==> src/common/motion_pkg.sv <==
package motion_pkg;

	localparam int WORD_W      = 32;
	localparam int PARAM_WORDS = 5;
	localparam int PWM_CNT_W   = 16;

	// host request
	typedef logic [WORD_W-1:0]             word_t;
	typedef logic [WORD_W-1:0]             cmd_t;
	typedef logic [PARAM_WORDS*WORD_W-1:0] req_param_t;

	// rotate motor driver
	typedef logic [WORD_W-1:0]        speed_t;
	typedef logic signed [WORD_W-1:0] step_t;

	// discharge pwm
	typedef logic [PWM_CNT_W-1:0] pwm_cnt_t;
	typedef logic [WORD_W-1:0]    pwm_num_t;

	typedef logic [WORD_W-1:0] dev_bmp_t; // one bit per device index

	// device indices, also their command codes
	localparam int DEV_MOTOR_LR  = 4;
	localparam int DEV_MOTOR_RR  = 5;
	localparam int DEV_DISCHARGE = 8;

	// control commands
	localparam int REQ_CFG  = 29;
	localparam int REQ_EXE  = 30;
	localparam int REQ_STOP = 31;

endpackage
==> src/motion_cpu.sv <==
`timescale 1ns/10ps

module motion_cpu #(
	parameter bit C_DISCHARGE_DEFAULT = 1'b0
) (
	input  logic                   clk,
	input  logic                   resetn,

	input  logic                   req_en,
	input  motion_pkg::cmd_t       req_cmd,
	input  motion_pkg::req_param_t req_param,
	output logic                   req_done,

	// left rotate motor driver
	input  logic                   lr_state,
	output logic                   lr_sel,
	output logic                   lr_start,
	output logic                   lr_stop,
	output motion_pkg::speed_t     lr_speed,
	output motion_pkg::step_t      lr_step,
	output logic                   lr_abs,

	// right rotate motor driver
	input  logic                   rr_state,
	output logic                   rr_sel,
	output logic                   rr_start,
	output logic                   rr_stop,
	output motion_pkg::speed_t     rr_speed,
	output motion_pkg::step_t      rr_step,
	output logic                   rr_abs,

	output logic                   discharge_resetn,
	output logic                   discharge_drive
);
	import motion_pkg::*;

	logic     lr_enable;
	logic     rr_enable;
	logic     dis_enable;
	logic     lr_done;
	logic     rr_done;
	logic     dis_done;

	logic     lr_req_abs;
	speed_t   lr_req_speed;
	step_t    lr_req_step;
	logic     rr_req_abs;
	speed_t   rr_req_speed;
	step_t    rr_req_step;

	pwm_cnt_t dis_denominator;
	pwm_cnt_t dis_numerator0;
	pwm_cnt_t dis_numerator1;
	pwm_num_t dis_number0;
	pwm_num_t dis_number1;

	request_decoder u_request_decoder (
		.clk             (clk),
		.resetn          (resetn),
		.req_en          (req_en),
		.req_cmd         (req_cmd),
		.req_param       (req_param),
		.req_done        (req_done),
		.lr_done         (lr_done),
		.rr_done         (rr_done),
		.dis_done        (dis_done),
		.lr_enable       (lr_enable),
		.rr_enable       (rr_enable),
		.dis_enable      (dis_enable),
		.lr_abs          (lr_req_abs),
		.lr_speed        (lr_req_speed),
		.lr_step         (lr_req_step),
		.rr_abs          (rr_req_abs),
		.rr_speed        (rr_req_speed),
		.rr_step         (rr_req_step),
		.dis_denominator (dis_denominator),
		.dis_numerator0  (dis_numerator0),
		.dis_numerator1  (dis_numerator1),
		.dis_number0     (dis_number0),
		.dis_number1     (dis_number1)
	);

	rotate_motor_ctl u_lr_motor_ctl (
		.clk       (clk),
		.resetn    (resetn),
		.enable    (lr_enable),
		.exe_done  (lr_done),
		.req_abs   (lr_req_abs),
		.req_speed (lr_req_speed),
		.req_step  (lr_req_step),
		.m_state   (lr_state),
		.m_sel     (lr_sel),
		.m_start   (lr_start),
		.m_stop    (lr_stop),
		.m_speed   (lr_speed),
		.m_step    (lr_step),
		.m_abs     (lr_abs)
	);

	rotate_motor_ctl u_rr_motor_ctl (
		.clk       (clk),
		.resetn    (resetn),
		.enable    (rr_enable),
		.exe_done  (rr_done),
		.req_abs   (rr_req_abs),
		.req_speed (rr_req_speed),
		.req_step  (rr_req_step),
		.m_state   (rr_state),
		.m_sel     (rr_sel),
		.m_start   (rr_start),
		.m_stop    (rr_stop),
		.m_speed   (rr_speed),
		.m_step    (rr_step),
		.m_abs     (rr_abs)
	);

	discharge_ctl #(
		.C_DEFAULT_VALUE (C_DISCHARGE_DEFAULT)
	) u_discharge_ctl (
		.clk         (clk),
		.resetn      (resetn),
		.enable      (dis_enable),
		.exe_done    (dis_done),
		.denominator (dis_denominator),
		.numerator0  (dis_numerator0),
		.numerator1  (dis_numerator1),
		.number0     (dis_number0),
		.number1     (dis_number1),
		.o_resetn    (discharge_resetn),
		.drive       (discharge_drive)
	);

endmodule

==> src/discharge/discharge_ctl.sv <==
`timescale 1ns/10ps

module discharge_ctl #(
	parameter bit C_DEFAULT_VALUE = 1'b0
) (
	input  logic                 clk,
	input  logic                 resetn,
	input  logic                 enable,
	output logic                 exe_done,

	input  motion_pkg::pwm_cnt_t denominator,
	input  motion_pkg::pwm_cnt_t numerator0,
	input  motion_pkg::pwm_cnt_t numerator1,
	input  motion_pkg::pwm_num_t number0,
	input  motion_pkg::pwm_num_t number1,

	output logic                 o_resetn,
	output logic                 drive
);
	import motion_pkg::*;

	typedef enum logic [1:0] {
		ST_IDLE,
		ST_PHASE0,
		ST_PHASE1,
		ST_DONE
	} state_t;

	state_t   st;
	pwm_cnt_t pwm_cnt; // position inside the period
	pwm_num_t num_cnt; // periods done in this phase
	pwm_cnt_t cur_numerator;
	pwm_num_t cur_number;
	logic     in_phase;
	logic     period_end;
	logic     phase_end;

	assign in_phase      = (st == ST_PHASE0) || (st == ST_PHASE1);
	assign cur_numerator = (st == ST_PHASE1) ? numerator1 : numerator0;
	assign cur_number    = (st == ST_PHASE1) ? number1 : number0;
	assign period_end    = (pwm_cnt == denominator - 1'b1);
	assign phase_end     = period_end && (num_cnt == cur_number - 1'b1);

	always_ff @(posedge clk) begin
		if (!resetn) begin
			st      <= ST_IDLE;
			pwm_cnt <= '0;
			num_cnt <= '0;
		end else if (!enable) begin
			st      <= ST_IDLE;
			pwm_cnt <= '0;
			num_cnt <= '0;
		end else begin
			case (st)
			ST_IDLE: begin
				// empty phases are skipped
				if (number0 != '0)
					st <= ST_PHASE0;
				else if (number1 != '0)
					st <= ST_PHASE1;
				else
					st <= ST_DONE;
			end
			ST_PHASE0, ST_PHASE1: begin
				if (period_end) begin
					pwm_cnt <= '0;
					if (phase_end) begin
						num_cnt <= '0;
						if (st == ST_PHASE0 && number1 != '0)
							st <= ST_PHASE1;
						else
							st <= ST_DONE;
					end else
						num_cnt <= num_cnt + 1'b1;
				end else
					pwm_cnt <= pwm_cnt + 1'b1;
			end
			default: st <= ST_DONE;
			endcase
		end
	end

	assign o_resetn = in_phase;
	// active level is the opposite of idle
	assign drive    = (in_phase && (pwm_cnt < cur_numerator)) ^ C_DEFAULT_VALUE;
	assign exe_done = enable && (st == ST_DONE);

endmodule

==> src/motor/rotate_motor_ctl.sv <==
`timescale 1ns/10ps

module rotate_motor_ctl (
	input  logic               clk,
	input  logic               resetn,
	input  logic               enable,
	output logic               exe_done,

	input  logic               req_abs,
	input  motion_pkg::speed_t req_speed,
	input  motion_pkg::step_t  req_step,

	// stepper driver side
	input  logic               m_state,
	output logic               m_sel,
	output logic               m_start,
	output logic               m_stop,
	output motion_pkg::speed_t m_speed,
	output motion_pkg::step_t  m_step,
	output logic               m_abs
);
	import motion_pkg::*;

	typedef enum logic [2:0] {
		ST_IDLE,
		ST_LAUNCH,
		ST_WAIT_BUSY,
		ST_WAIT_IDLE,
		ST_DONE
	} state_t;

	state_t st;

	always_ff @(posedge clk) begin
		if (!resetn) begin
			st      <= ST_IDLE;
			m_sel   <= 1'b0;
			m_start <= 1'b0;
			m_stop  <= 1'b0;
		end else begin
			m_start <= 1'b0;
			m_stop  <= 1'b0;
			if (!enable) begin
				st <= ST_IDLE;
				// abort a run that is still going, sel held for the stop cycle
				m_stop <= (st != ST_IDLE) && m_state;
				if (st == ST_IDLE)
					m_sel <= 1'b0;
			end else begin
				case (st)
				ST_IDLE: begin
					st    <= ST_LAUNCH;
					m_sel <= 1'b0;
				end
				ST_LAUNCH: begin
					st      <= ST_WAIT_BUSY;
					m_sel   <= 1'b1;
					m_start <= 1'b1;
				end
				ST_WAIT_BUSY: if (m_state) st <= ST_WAIT_IDLE;
				ST_WAIT_IDLE: if (!m_state) st <= ST_DONE;
				default: st <= ST_DONE; // hold until disabled
				endcase
			end
		end
	end

	// request values frozen for the whole run
	always_ff @(posedge clk) begin
		if (enable && st == ST_IDLE) begin
			m_speed <= req_speed;
			m_step  <= req_step;
			m_abs   <= req_abs;
		end
	end

	assign exe_done = enable && (st == ST_DONE);

endmodule

==> src/request_decoder.sv <==
`timescale 1ns/10ps

module request_decoder (
	input  logic                  clk,
	input  logic                  resetn,

	input  logic                  req_en,
	input  motion_pkg::cmd_t      req_cmd,
	input  motion_pkg::req_param_t req_param,
	output logic                  req_done,

	input  logic                  lr_done,
	input  logic                  rr_done,
	input  logic                  dis_done,
	output logic                  lr_enable,
	output logic                  rr_enable,
	output logic                  dis_enable,

	output logic                  lr_abs,
	output motion_pkg::speed_t    lr_speed,
	output motion_pkg::step_t     lr_step,
	output logic                  rr_abs,
	output motion_pkg::speed_t    rr_speed,
	output motion_pkg::step_t     rr_step,

	output motion_pkg::pwm_cnt_t  dis_denominator,
	output motion_pkg::pwm_cnt_t  dis_numerator0,
	output motion_pkg::pwm_cnt_t  dis_numerator1,
	output motion_pkg::pwm_num_t  dis_number0,
	output motion_pkg::pwm_num_t  dis_number1
);
	import motion_pkg::*;

	word_t par0;
	word_t par1;
	word_t par2;

	dev_bmp_t stage_bmp; // marked by device commands
	dev_bmp_t oper_bmp;  // devices currently enabled
	dev_bmp_t done_bmp;
	logic     all_done;

	assign par0 = req_param[0*WORD_W +: WORD_W];
	assign par1 = req_param[1*WORD_W +: WORD_W];
	assign par2 = req_param[2*WORD_W +: WORD_W];

	always_comb begin
		done_bmp = '0;
		done_bmp[DEV_MOTOR_LR]  = lr_done;
		done_bmp[DEV_MOTOR_RR]  = rr_done;
		done_bmp[DEV_DISCHARGE] = dis_done;
	end

	// an empty operating set never completes
	assign all_done = (oper_bmp != '0) && ((done_bmp & oper_bmp) == oper_bmp);

	always_ff @(posedge clk) begin
		if (!resetn)
			stage_bmp <= '0;
		else if (req_en) begin
			case (req_cmd)
			DEV_MOTOR_LR:  stage_bmp[DEV_MOTOR_LR]  <= 1'b1;
			DEV_MOTOR_RR:  stage_bmp[DEV_MOTOR_RR]  <= 1'b1;
			DEV_DISCHARGE: stage_bmp[DEV_DISCHARGE] <= 1'b1;
			default:       stage_bmp <= '0;
			endcase
		end else if (all_done)
			stage_bmp <= '0;
	end

	always_ff @(posedge clk) begin
		if (!resetn)
			oper_bmp <= '0;
		else if (req_en) begin
			if (req_cmd == REQ_EXE)
				oper_bmp <= stage_bmp;
			else if (req_cmd == REQ_STOP)
				oper_bmp <= '0;
		end else if (all_done)
			oper_bmp <= '0; // devices drop out for at least one cycle
	end

	always_ff @(posedge clk) begin
		if (!resetn)
			req_done <= 1'b0;
		else if (req_en)
			req_done <= 1'b0;
		else if (all_done)
			req_done <= 1'b1;
	end

	assign lr_enable  = oper_bmp[DEV_MOTOR_LR];
	assign rr_enable  = oper_bmp[DEV_MOTOR_RR];
	assign dis_enable = oper_bmp[DEV_DISCHARGE];

	// motor parameters, word0 bit1 is abs
	always_ff @(posedge clk) begin
		if (req_en && req_cmd == DEV_MOTOR_LR) begin
			lr_abs   <= par0[1];
			lr_speed <= par1;
			lr_step  <= par2;
		end
		if (req_en && req_cmd == DEV_MOTOR_RR) begin
			rr_abs   <= par0[1];
			rr_speed <= par1;
			rr_step  <= par2;
		end
	end

	always_ff @(posedge clk) begin
		if (req_en && req_cmd == DEV_DISCHARGE) begin
			dis_numerator0 <= par0[PWM_CNT_W-1:0];
			dis_numerator1 <= par0[PWM_CNT_W+15:16];
			dis_number0    <= par1;
			dis_number1    <= par2;
		end
	end

	// only the pwm period is left of the config command
	always_ff @(posedge clk) begin
		if (!resetn)
			dis_denominator <= '0;
		else if (req_en && req_cmd == REQ_CFG)
			dis_denominator <= par2[PWM_CNT_W-1:0];
	end

endmodule

==> config.mk <==
export PLATFORM = sky130hd
export DESIGN_NAME = motion_cpu
export DESIGN_NICKNAME = d
export VERILOG_FILES = /design/src/common/motion_pkg.sv /design/src/motion_cpu.sv /design/src/discharge/discharge_ctl.sv /design/src/motor/rotate_motor_ctl.sv /design/src/request_decoder.sv
export SDC_FILE = /design/constraint.sdc
export NUM_CORES = 1
export LEC_CHECK = 0
export BUFFER_PORTS_ARGS = -buffer_cell sky130_fd_sc_hd__buf_2
export CAP_MARGIN = 10
export CORE_AREA = 5 5 246 272
export CTS_BUF_LIST = sky130_fd_sc_hd__clkbuf_4 sky130_fd_sc_hd__clkbuf_8
export DETAILED_ROUTE_END_ITERATION = 10
export DIE_AREA = 0 0 251 277
export MAX_ROUTING_LAYER = met4
export PLACE_DENSITY = 0.48
export SLEW_MARGIN = 20
export SYNTH_ARGS = -nofsm -noshare
export SYNTH_HDL_FRONTEND = slang
export SYNTH_SLANG_ARGS = --single-unit
==> constraint.sdc <==
create_clock -name clk -period 5.4 [get_ports clk]
set_clock_uncertainty 0.2 [all_clocks]
set_input_delay 0.54 -clock clk [delete_from_list [all_inputs] [get_ports clk]]
set_output_delay 0.54 -clock clk [all_outputs]
set_load 0.02 [all_outputs]
==> results of run 1 <==
## area by class of cell
| class | instances | area, um^2 |
|---|---|---|
| Multi-Input combinational cell | 695 | 5140 |
| Antenna cell | 2 | 5.00 |
| Clock buffer | 94 | 1210 |
| Tap cell | 850 | 1060 |
| Fill cell | 6218 | 41500 |
| Inverter | 17 | 63.8 |
| Timing Repair Buffer | 381 | 2480 |
| Sequential cell | 441 | 12400 |
| Clock inverter | 43 | 260 |
## flip-flops by register name (all words and copies together) (netlist names), 32 cells and up
signal                         cells
u_discharge_ctl.num_cnt           32
u_lr_motor_ctl.m_speed            32
u_lr_motor_ctl.m_step             32
u_request_decoder.dis_number0     32
u_request_decoder.dis_number1     32
u_request_decoder.lr_speed        32
u_request_decoder.lr_step         32
u_request_decoder.rr_speed        32
u_request_decoder.rr_step         32
u_rr_motor_ctl.m_speed            32
u_rr_motor_ctl.m_step             32
## cells in the final DEF (no fill, tap or decap), types with 5 or more instances in the layout
master,synthesis,routed
edfxtp_1,356,356
buf_2,5,271
dlygate4sd3_1,0,98
dfxtp_1,85,85
clkbuf_8,0,81
mux2i_1,67,67
nor2_1,61,61
xor2_1,59,59
nor3_1,57,55
xnor2_1,49,49
nand4_1,31,31
nand2_1,31,31
nand3_1,29,28
nor4_1,26,26
nor2b_1,24,24
a21oi_1,23,23
ha_1,23,22
and3_1,20,19
clkinv_1,0,19
inv_1,16,16
clkinv_2,0,15
clkbuf_4,0,13
nor3_2,12,12
and4_1,10,10
a22oi_1,10,10
and2_1,11,9
or4_1,8,8
nand2b_1,8,8
a211oi_1,8,8
o21a_1,8,8
nor3b_1,8,8
nand3b_1,7,7
buf_4,8,7
o21ai_0,6,6
clkinvlp_4,0,6
o311a_1,5,5
or3_1,5,5
a32oi_1,5,5
## metrics by stage
step	area [um^2]	total power, uW	setup slack (ns)	util, %
after global routing	22600	7040	0.140	35.3
after CTS	22600	6890	0.321	35.3
final	22600	6740	0.474	35.3
after global placement	20200	3810	0.946	31.4
after floorplan	17700	3730	0.255	-
after detailed placement	20200	3810	0.835	31.4
## critical path, stage by stage, from the launching register on
cell and delay, ns:
dfxtp_1 0.35, inv_1 0.13, ha_4 0.52, buf_12 0.30, mux2i_1 0.22, ha_1 0.26, a21o_1 0.18, a21o_1 0.17
a21o_1 0.17, a21oi_1 0.13, nor2b_1 0.05, o21ai_0 0.15, nand2b_1 0.07, a2111oi_0 0.51, buf_2 0.26
## kinds of logic (layout without fill, tap and decap cells)
kind of cell,count (synthesis),in the layout,synth area share [%]
flip-flops,441,441,70.0
AND/OR/NAND/NOR,376,376,12.8
AO/OA/AOI/OAI,121,121,5.20
XOR/XNOR,108,108,5.34
multiplexers,67,67,3.79
buffers and inverters,50,535,1.27
adder cells (fa/ha/maj),23,23,1.63
other,0,2,0
## cell usage after synthesis (all sizes together), types with 18 or more instances
library cell / n
nor3: 69
nor2: 61
xor2: 59
dfxtp: 85
nor4: 30
a21oi: 23
xnor2: 49
nor2b: 24
edfxtp: 356
ha: 23
mux2i: 67
nand4: 32
nand2: 31
clkbuf: 18
nand3: 31
and3: 20
## per-layer routing
metal	wire (um)	GRT usage (%)	share of wire [%]
met5	0	-	0
met2	25400	24.6	53
met1	18700	15.2	39
met4	1260	4.80	2.6
met3	2150	2.83	4.5
## repair_timing
item	CTS	global route
hold buffers	98	0
setup endpoints to repair	0	0
endpoints found under the hold margin	231	0
## report_power, final
group / internal [uW] / switching, uW / total, uW
clock: 1580 / 1360 / 2940
sequential: 3650 / 0.000000401 / 3650
combinational: 83.7 / 58.4 / 142
total: 5310 / 1420 / 6740
## worst paths after layout
check                           cells past startpoint  slack (ns)                                        to                                startpoint
worst min-delay path                                3        0.12   u_request_decoder.req_done$_SDFFE_PP0P_                                    req_en
worst min register to register                      0        0.20      u_lr_motor_ctl.m_speed[25]$_DFFE_PP_  u_request_decoder.lr_speed[25]$_DFFE_PP_
worst max-delay path                               14        0.47                           discharge_drive        u_discharge_ctl.st[0]$_SDFFE_PN0P_
worst max register to register                     12        0.81  u_discharge_ctl.num_cnt[29]$_SDFFE_PN0P_        u_discharge_ctl.st[0]$_SDFFE_PN0P_
==> run metrics, run 1 <==
status complete, no violations; gr usage total 13.8%; antenna-violating nets left 0; CTS Root Cell clkbuf_8; Post-synth EDFFs 356; Final Hold Vio Count 0; Syn Inst Count 1186; Slew HR 24.8%; max-cap violations 0; WL/cell 18.8 um; Fin Setup TNS 0 ns; Hold/Removal Path Class input port to register; Cell Pwr Density 298 nW/um^2; Core Region 64100 um^2; GRT overflow 0; crit path DAT 4.19 ns; post-CTS setup buffers 0; RSZ-0062 raised after global routing no; Period minus WS final 4.93 ns; CP max FO 41; post-synthesis register bit count 441; first-pass GRT wire length 71.9 mm; GPL Wtd Cong 0.881; CP required 4.66 ns; Area Overhead vs Synth 27.8%; top cell type by total area after synthesis edfxtp_1; crit path capture type primary output; Clock Latency Late Sink 0.65 ns; Crit Path Class register to primary output; die width 251 um; Max Slew Vio Count 0; Die Area 69500 um^2; TritonCTS clock tree built; DRT iter0 DRCs 599; Post-DP HPWL 32.3 mm; Top Ports 336; f_max 203 MHz; Synth top area share 60.4%; IO buf count 271; Mapped Nets 1406; die height 277 um; worst vdd ir 165 uV; post-synthesis async set-or-reset flop share 0%; share of cells above drive strength 1 26.3%; vias in the first global route 12000; DRT Pass-1 Iters 5; ys flop type edfxtp_1; Worst-Margin Slew 1.12 ns; Critical Path Start Type register; WHS 0.122 ns; final wirelength 47.5 mm; layout net count 1833; clock slew seen by the registers of the worst setup and hold paths 0.07 ns; Leak 0.00795 uW; total number of vias 11400; Seq/Total Area, Yosys 70.0%; PostCTS Resize Cnt 0; CTS Sinks 441; Tcrit/Tclk final 91.2%; DR vias/cell 4.53; syn avg cell area 14.9 um^2; pin count of the biggest net entering global routing 67; htree depth 3; Initial Utilization 27.6%; Distinct cells, synth 83; Layout Cells excl Fill 2523; DRC Markers 0; Synth area leaders edfxtp_1 60%, dfxtp_1 9.6%, mux2i_1 3.8%, xor2_1 2.9%, xnor2_1 2.4%; Cells after DPL 2286; std cell rows 98; Yosys warnings 0; total CTS buffers 77; CTS max path bufs 3; Mapped Area 17700 um^2; Final Setup Violations 0; initial antenna violation count 3
(Power assumes the default switching activity.)
==> run 2, diff against run 1 <==
Settings changed: PLACE_DENSITY 0.48 to 0.47.
Clock period 5.4 ns to 5.34 ns, I/O delays scaled along.
==> run 2 against run 1 <==
Effect of this change:
- die area did not move
- hold slack got worse by 0.0076 ns
- final cell count increased by 0.28%
- non-clock buffer count up 4
- critical path type unchanged
- core utilization is 0.080 points higher
- via count decreased by 1.2%
- clock-buffer cell count is 11 higher
==> run metrics, run 2 (synthesized netlist as in run 1, its figures left out) <==
std cell rows 98 (unchanged); Clock Latency Late Sink 0.65 ns (about the same); pin count of the biggest net entering global routing 59 (-12%); worst vdd ir 166 uV (+0.44%); max-cap violations 0 (unchanged); final wirelength 46.4 mm (-2.3%); crit path DAT 3.98 ns (-0.21 ns); GRT overflow 0 (unchanged); commonest non-fill, non-tap cells in the layout 356 x edfxtp_1, 271 x buf_2, 98 x dlygate4sd3_1, 85 x dfxtp_1, 82 x clkbuf_8; Post-DP HPWL 32.3 mm (about the same); GPL Wtd Cong 0.833 (-5.5%); Max Slew Vio Count 0 (unchanged); share of cells above drive strength 1 27.0% (+0.64 points); Critical Path Start Type register; Core Region 64100 um^2 (unchanged); Finished Core Util 35.4% (+0.080 points); Top Ports 336 (unchanged); total number of vias 11300 (-1.2%); WHS 0.115 ns (-0.00764 ns); status complete, no violations; antenna-violating nets left 0 (unchanged); pre-CTS WS 0.818 ns (-0.0167 ns); f_max 212 MHz; DRT Pass-1 Iters 5 (unchanged); DRC Markers 0 (unchanged); CTS Root Cell clkbuf_8; Worst-Margin Slew 1.09 ns (-0.0260 ns); crit path capture type primary output; vias in the first global route 11900 (-0.57%); commonest non-fill, non-tap cell in the layout edfxtp_1; Area Overhead vs Synth 28.1%; layout net count 1838 (+0.27%); IO buf count 271 (unchanged); Initial Utilization 27.6% (unchanged); Final Setup Violations 0 (unchanged); Die Area 69500 um^2 (unchanged); WL/cell 18.3 um (-2.6%); Slew HR 26.6% (+1.7 points); Hold/Removal Path Class input port to register; Period minus WS final 4.72 ns; clock slew seen by the registers of the worst setup and hold paths 0.06 ns (about the same); gr usage total 13.5% (-0.25 points); Crit Path Class register to primary output; CP required 4.61 ns (-0.05 ns); Pwr Total 6950 uW (+3.1%); PostCTS Resize Cnt 0 (unchanged); DRT iter0 DRCs 617 (+3.0%); CP max FO 45 (+9.8%); Final Hold Vio Count 0 (unchanged); CTS Sinks 441 (unchanged); post-CTS setup buffers 0 (unchanged); htree depth 3 (unchanged); Leak 0.00800 uW (+0.68%); TritonCTS clock tree built; total CTS buffers 78 (+1.3%); die width 251 um (unchanged); Fin Setup TNS 0 ns (unchanged); Tcrit/Tclk final 88.3%; RSZ-0062 raised after global routing no; Cell Pwr Density 306 nW/um^2 (+2.9%); initial antenna violation count 5 (+2); first-pass GRT wire length 70.6 mm (-1.8%); CTS max path bufs 3 (unchanged); die height 277 um (unchanged); DR vias/cell 4.47 (-1.5%); final worst setup slack 0.623 ns (+0.149 ns)
[run 2: layer usage]
| metal | share of wire [%] | track usage, % |
|---|---|---|
| met5 | 0 | - |
| met4 | 2.5 | 5.19 |
| met3 | 4.1 | 2.66 |
| met2 | 52 | 23.5 |
| met1 | 41 | 15.4 |
[run 2: worst paths after layout]
path,cells past startpoint,start,slack [ns],to
max reg2reg,12,u_discharge_ctl.st[0]$_SDFFE_PN0P_,0.81,u_discharge_ctl.num_cnt[10]$_SDFFE_PN0P_
max,13,u_discharge_ctl.st[0]$_SDFFE_PN0P_,0.62,discharge_drive
min reg2reg,0,u_request_decoder.rr_step[27]$_DFFE_PP_,0.20,u_rr_motor_ctl.m_step[27]$_DFFE_PP_
min,3,req_en,0.11,u_request_decoder.req_done$_SDFFE_PP0P_
[run 2: power by group]
group / switching [uW] / total, uW / internal [uW]
registers: 0.000000398 / 3690 / 3690
clock network: 1380 / 3110 / 1730
logic: 59.6 / 145 / 85.1
[run 2: area by class of cell]
class	instances	area (um^2)
Fill cell	6261	41500
Sequential cell	441	12400
Multi-Input combinational cell	695	5140
Timing Repair Buffer	385	2460
Clock buffer	105	1300
Tap cell	850	1060
Clock inverter	33	241
Inverter	17	63.8
Antenna cell	4	10.0
[run 2: worst max-delay path, stage by stage, from the launching register on]
cell and delay (ns):
dfxtp_1 0.33, inv_1 0.13, ha_4 0.64, mux2i_1 0.28, ha_1 0.26, a21o_1 0.18
a21o_1 0.17, a21o_1 0.17, a21oi_1 0.15, nor2b_1 0.06, o21ai_0 0.16, nand2b_1 0.08
a2111oi_0 0.46, buf_2 0.25
[run 2: stage by stage]
| step | cells | area [um^2] |
|---|---|---|
| 3_3_place_gp | 2290 | 20100 |
| 3_5_place_dp | 2290 | 20100 |
| 2_1_floorplan | 1186 | 17700 |
| 4_1_cts | 2526 | 22700 |
| 5_1_grt | 2530 | 22700 |
| 6_report | 2530 | 22700 |
[run 2: repair_timing]
| action | 4_1_cts | 5_1_grt |
|---|---|---|
| hold buffers | 98 | 0 |
| hold endpoints to repair | 245 | 0 |
| setup endpoints to repair | 0 | 0 |
